==> config.mk <==
export PLATFORM = sky130hd
export DESIGN_NAME = dram_req_fifo
export DESIGN_NICKNAME = d
export VERILOG_FILES = /design/src/dram_req_fifo.sv
export SDC_FILE = /design/constraint.sdc
export NUM_CORES = 1
export LEC_CHECK = 0
export BUFFER_PORTS_ARGS = -buffer_cell sky130_fd_sc_hd__buf_2
export CORE_AREA = 2 2 39 41
export DETAILED_ROUTE_END_ITERATION = 16
export DIE_AREA = 0 0 41 43
export MAX_ROUTING_LAYER = met4
export PLACE_DENSITY = 0.46
export RECOVER_POWER = 100
export SYNTH_ARGS = -nofsm -noshare
export SYNTH_HDL_FRONTEND = slang
export SYNTH_SLANG_ARGS = --single-unit
==> constraint.sdc <==
create_clock -name clk_i -period 1.35 [get_ports clk_i]
set_input_delay 0.135 -clock clk_i [delete_from_list [all_inputs] [get_ports clk_i]]
set_output_delay 0.135 -clock clk_i [all_outputs]
set_load 0.1 [all_outputs]
==> src/dram_req_fifo.sv <==
/*
 * Request queue
 * Small circular buffer FIFO, payload type set per instance
 */
`timescale 1ns/1ps

module dram_req_fifo #(
  parameter type payload_t = logic,
  parameter int  depth_p   = 2
) (
  input  logic     clk_i,
  input  logic     reset_i,
  input  logic     wr_valid_i,
  output logic     wr_ready_o,
  input  payload_t wr_data_i,
  output logic     rd_valid_o,
  input  logic     rd_ready_i,
  output payload_t rd_data_o
);

  localparam int ptr_width_lp   = (depth_p > 1) ? $clog2(depth_p) : 1;
  localparam int count_width_lp = $clog2(depth_p + 1);

  payload_t                  mem_r [depth_p];
  logic [ptr_width_lp-1:0]   wr_ptr_r, rd_ptr_r;
  logic [count_width_lp-1:0] count_r;
  logic                      push, pop;

  assign wr_ready_o = (count_r != count_width_lp'(depth_p));
  assign rd_valid_o = (count_r != '0);
  assign rd_data_o  = mem_r[rd_ptr_r];

  assign push = wr_valid_i && wr_ready_o;
  assign pop  = rd_valid_o && rd_ready_i;

  always_ff @(posedge clk_i) begin
    if (reset_i) begin
      wr_ptr_r <= '0;
      rd_ptr_r <= '0;
      count_r  <= '0;
    end else begin
      if (push) begin
        wr_ptr_r <= (wr_ptr_r == ptr_width_lp'(depth_p - 1)) ? '0 : wr_ptr_r + 1'b1;
      end
      if (pop) begin
        rd_ptr_r <= (rd_ptr_r == ptr_width_lp'(depth_p - 1)) ? '0 : rd_ptr_r + 1'b1;
      end
      if (push && !pop) count_r <= count_r + 1'b1;
      else if (pop && !push) count_r <= count_r - 1'b1;
    end
  end

  always_ff @(posedge clk_i) begin
    if (push) mem_r[wr_ptr_r] <= wr_data_i;
  end

  // When full the write pointer sits on the unread head and no push may land
  a_no_write_when_full: assert property (@(posedge clk_i) disable iff (reset_i)
    (count_r == count_width_lp'(depth_p)) |-> !push && (wr_ptr_r == rd_ptr_r));

endmodule

==> results of run 1 <==
[cell usage after synthesis, drive strengths merged]
cell type	count	area (µm²)
inv	1	3.75
or3	1	6.26
or2	1	6.26
nand2b	1	6.26
ha	1	12.5
o21ai	2	10.0
xor2	3	26.3
nand3b	1	7.51
and3	1	6.26
a21oi	2	10.0
edfxtp	2	60.1
dfxtp	5	100
mux2	1	11.3
a21bo	1	10.0
nor2	3	11.3
and2	1	6.26
[critical path, stage by stage (launching register included)]
cell and delay, ps:
dfxtp_2 320, nand2b_4 130, and2_4 140, ha_4 150
xor2_1 140, or3_1 320, a21oi_1 130
[repair_timing]
item,4_1_cts,5_1_grt
pin swaps,2,1
buffers inserted,0,0
gates resized for setup,3,2
setup endpoints to repair,2,2
[layer usage]
metal	vias to the layer above	routed length, µm	GRT usage
li1	125	-	-
met1	115	244	0.0847
met4	0	0	0.0600
met5	-	0	-
met3	0	30	0.0628
met2	3	288	0.122
[worst max-delay path by stage]
stage | from | end | slack (ps) | cells past startpoint
5_1_grt | count_r[0]$_SDFFE_PP0P_ | count_r[1]$_SDFFE_PP0P_ | -100 | 6
6_report | count_r[0]$_SDFFE_PP0P_ | count_r[1]$_SDFFE_PP0P_ | -50 | 6
3_3_place_gp | count_r[1]$_SDFFE_PP0P_ | count_r[1]$_SDFFE_PP0P_ | -60 | 6
4_1_cts | count_r[0]$_SDFFE_PP0P_ | count_r[1]$_SDFFE_PP0P_ | -80 | 6
2_1_floorplan | count_r[0]$_SDFFE_PP0P_ | count_r[1]$_SDFFE_PP0P_ | -240 | 5
3_5_place_dp | count_r[1]$_SDFFE_PP0P_ | count_r[1]$_SDFFE_PP0P_ | -110 | 6
[stage by stage]
stage                     area (µm²)  TNS (ps)
after floorplan                  318      -279
after global placement           440     -59.3
after detailed placement         440      -111
after CTS                        470     -75.5
after global routing             475      -104
final                            475     -53.4
[final cells by class]
cell class | count | share of cell area
sequential | 7 | 0.347
multi-input combinational | 19 | 0.326
timing repair buffer | 12 | 0.221
clock buffer | 4 | 0.0553
tap | 16 | 0.0421
inverter | 1 | 0.00789
[kinds of logic (layout without fill, tap and decap cells)]
| group | count (synthesis) | in the layout |
|---|---|---|
| muxes | 1 | 1 |
| and+or+nand+nor | 9 | 9 |
| adders and majority gates | 1 | 1 |
| AOI/OAI and AO/OA | 5 | 5 |
| xor gates and xnor gates | 3 | 3 |
| DFF | 7 | 7 |
| buffers and inverters | 1 | 17 |
==> metrics.txt, run 1 <==
crit path DAT=between 1500 and 2000 ps; total die area=about 1800 µm²; n_diodes=0; Final WS setup=-53.4 ps; setup violators final=1; wire length per cell=9.54 µm; failing checks=setup timing; CTS Root Buffer Type=clkbuf_4; CORE AREA=around 1400 µm²; H-tree depth=1; Synth Area in Compound Gates=0.102; RSZ-0062 raised after global routing=true; crit path kind=register to register; maxcap violations=0; DR pass1 iterations=4; WL final=approximately 560 µm; vias in the first global route=253; dpl cells=55; Slew @ Worst Pin=301 ps; Starting Density=0.212; Worst Hold Launch=wr_data_i; Peak Freq=713 MHz; most frequent cells in the layout=buf_4 (5), clkbuf_4 (4), buf_2 (4); Multi-input gate area=155 µm²; nets=50; most common cell after layout, fill and taps aside=buf_4; Placer Congestion=slightly above 0.8; share of cells above drive strength 1=0.535; first-pass GRT wire length=938 µm; critical path data required time=around 1500 ps; synthesized instance count=27; Crit Path Max Fanout=3; Die H=between 40 and 50 µm; post-synthesis mux area share=0.0383; Synthesized Nets=33; chip width=roughly 40 µm; buffers added on ports=7; DRC Markers=0; Layout area overhead=61.7%; Hold-fix buffers, CTS=0; Clock transition at path regs=about 60 ps; Synth Area in XOR/XNOR=0.0894; Tcrit/Tclk final=1.04; Reg area=~170 µm²; non-filler instance count after layout=a little under 60; min cycle time layout=~1400 ps; Final Core Density=0.344; Overflow after GRT=0; count of pins over their slew limit=0; pre-CTS WS=-111 ps; post-DR vias/cell=between 4 and 5; Post-Syn Area=roughly 290 µm²; reg2reg path depth=6; Rel. slew slack=0.801; syn_area_per_cell=~11 µm²; TritonCTS clock tree=yes; DP HPWL=around 440 µm; later-pin clock latency in the skew report=approximately 250 ps; Max Buffers Root-to-Sink=2; status=finished with violations; worst reg2reg startpoint=count_r[0]$_SDFFE_PP0P_; pin count of the biggest net entering global routing=6; setup slack, reg-to-reg=-50 ps; row count=14; total track usage=0.0888; CTS buffer count=3; Worst setup SP type=register; simple-gate share of the synthesized area=0.170; Seq/Total Area, Yosys=0.545; final hold vios=0; I/O pin count=8; initial DRC count=4; Yosys warnings=0; worst hold-check path type=primary input to register; DRT antenna net count=0; FF-to-FF End=count_r[1]$_SDFFE_PP0P_; element type at the critical path end=register; FF+latch count, synth=7; clk_skew=5.75 ps; hold path cells=1; initial antenna violation count=0; hold slack=between 70 and 80 ps; library cells used by synthesis=16; largest family of logic cells by synthesized area=simple AND/OR/NAND/NOR gates; # fillers=between 150 and 200; TritonCTS Sinks=7; vias=between 200 and 250; Synth Area in Adders=0.0426; Hold Path Sink=mem_r[1]$_DFFE_PP_
Power of run 1 is left out: the tool's default activity adds up to more than one toggle a clock period on the data nets, which glitch-free logic cannot reach.
==> inputs of run 2 (changes only) <==
Settings changed: MAX_ROUTING_LAYER met4 to default.
==> run 2 against run 1 <==
Effect of this change: sequential share of layout area is the same; the run still ends with setup timing left; clock-buffer cell count did not move; largest cell class unchanged; final cell count is the same; setup slack barely moved; final area is the same.
==> metrics.txt, run 2 (synthesis gave the netlist of run 1 again) <==
crit-path max cell delay=320 ps (about the same); critical path data required time=1530 ps (about the same); critical-path cell list=nand2b_4, and2_4, ha_4, xor2_1, or3_1, a21oi_1; TritonCTS Sinks=7 (unchanged); Final Core Density=0.344 (unchanged); Max Buffers Root-to-Sink=2 (unchanged); post-CTS setup repair buffer count=0 (unchanged); CORE AREA=1380 µm² (unchanged); WL final=563 µm (unchanged); hold slack=76.0 ps (+0.000100 ps); first-pass GRT wire length=938 µm (unchanged); CTS Root Buffer Type=clkbuf_4; wire length per cell=9.54 µm (unchanged); count of pins over their slew limit=0 (unchanged); total die area=1760 µm² (unchanged); Final WS setup=-53.4 ps (+0.000100 ps); nets=50 (unchanged); buffers added on ports=7 (unchanged); Tcrit/Tclk final=1.04 (about the same); worst reg2reg startpoint=count_r[0]$_SDFFE_PP0P_; initial DRC count=4 (unchanged); Multi-input gate area=155 µm² (unchanged); Clock transition at path regs=60 ps (about the same); final hold vios=0 (unchanged); Worst Setup SP=count_r[0]$_SDFFE_PP0P_; most frequent cells in the layout=buf_4 (5), clkbuf_4 (4), buf_2 (4); Overflow after GRT=0 (unchanged); row count=14 (unchanged); Reg area=165 µm² (unchanged); n_diodes=0 (unchanged); crit path DAT=1580 ps (about the same); Crit Path Max Fanout=3 (unchanged); Worst setup SP type=register; failing checks=setup timing; clk_skew=5.75 ps (unchanged); H-tree depth=1 (unchanged); Worst Hold Launch=wr_data_i; wire length on met2=288 µm (unchanged); maxcap violations=0 (unchanged); Die H=43 µm (unchanged); Placer Congestion=0.820 (-1.5%); vias=243 (unchanged); Slew @ Worst Pin=301 ps (unchanged); post-DR vias/cell=4.12 (unchanged); worst hold-check path type=primary input to register; DR pass1 iterations=4 (unchanged); DRC Markers=0 (unchanged); vias in the first global route=254 (+0.40%); crit path kind=register to register; DRT antenna net count=0 (unchanged); initial antenna violation count=0 (unchanged); element type at the critical path end=register; I/O pin count=8 (unchanged); wl on met1=244 µm (unchanged); Starting Density=0.212 (unchanged); pin count of the biggest net entering global routing=6 (unchanged); Rel. slew slack=0.801 (unchanged); chip width=41 µm (unchanged); CP max stage cell=dfxtp_2; min cycle time layout=1400 ps (-0.000100 ps); top sig layer=met3; most common cell after layout, fill and taps aside=buf_4; setup violators final=1 (unchanged); DP HPWL=441 µm (unchanged); status=finished with violations; Layout area overhead=61.7% (unchanged); # fillers=151 (unchanged); share of cells above drive strength 1=0.535 (unchanged); RSZ-0062 raised after global routing=true; later-pin clock latency in the skew report=250 ps (about the same); total track usage=0.0867 (-0.00215); TritonCTS clock tree=yes; CTS buffer count=3 (unchanged); Peak Freq=713 MHz (unchanged); met3 WL=30 µm (unchanged); pre-CTS WS=-111 ps (unchanged)
==> run 2: cell counts in the layout (fill, tap and decap cells not counted) <==
Identical to the previous run, type by type.
==> run 2: through the flow <==
step	TNS (ps)	cell area, µm²	instances
after floorplan	-279	318	27
after global placement	-59.3	440	55
after detailed placement	-111	440	55
after CTS	-75.5	470	59
after global routing	-104	475	59
final	-53.4	475	59
==> run 2: critical path: cells and delay by family, from the launching register on <==
kind | cells | cell delay, ps
and+or+nand+nor | 3 | 590
xor gates and xnor gates | 1 | 140
adders and majority gates | 1 | 150
DFF | 1 | 320
AOI/OAI and AO/OA | 1 | 130
==> run 2: timing repair <==
item                       CTS  global route
hold buffers                 0             0
gates resized for setup      3             2
pin swaps                    2             1
setup endpoints to repair    2             2
==> run 2: final timing paths <==
kind	endpoint	slack (ps)	cells past startpoint
min reg2reg	rd_ptr_r$_SDFFE_PP0P_	510	2
max reg2reg	count_r[1]$_SDFFE_PP0P_	-50	6
min	mem_r[1]$_DFFE_PP_	80	1
max	count_r[1]$_SDFFE_PP0P_	-50	6
==> run 2: per-layer routing <==
| layer | up-vias | GRT usage |
|---|---|---|
| met5 | - | 0 |
| met4 | 0 | 0.0600 |
| met3 | 0 | 0.0628 |
| met2 | 3 | 0.122 |
| met1 | 115 | 0.0847 |
| li1 | 125 | - |
==> run 2: cell type report <==
cell class,count,share of cell area
Multi-Input combinational cell,19,0.326
Timing Repair Buffer,12,0.221
Inverter,1,0.00789
Sequential cell,7,0.347
Tap cell,16,0.0421
Clock buffer,4,0.0553
Power of run 2 is left out for the same reason.
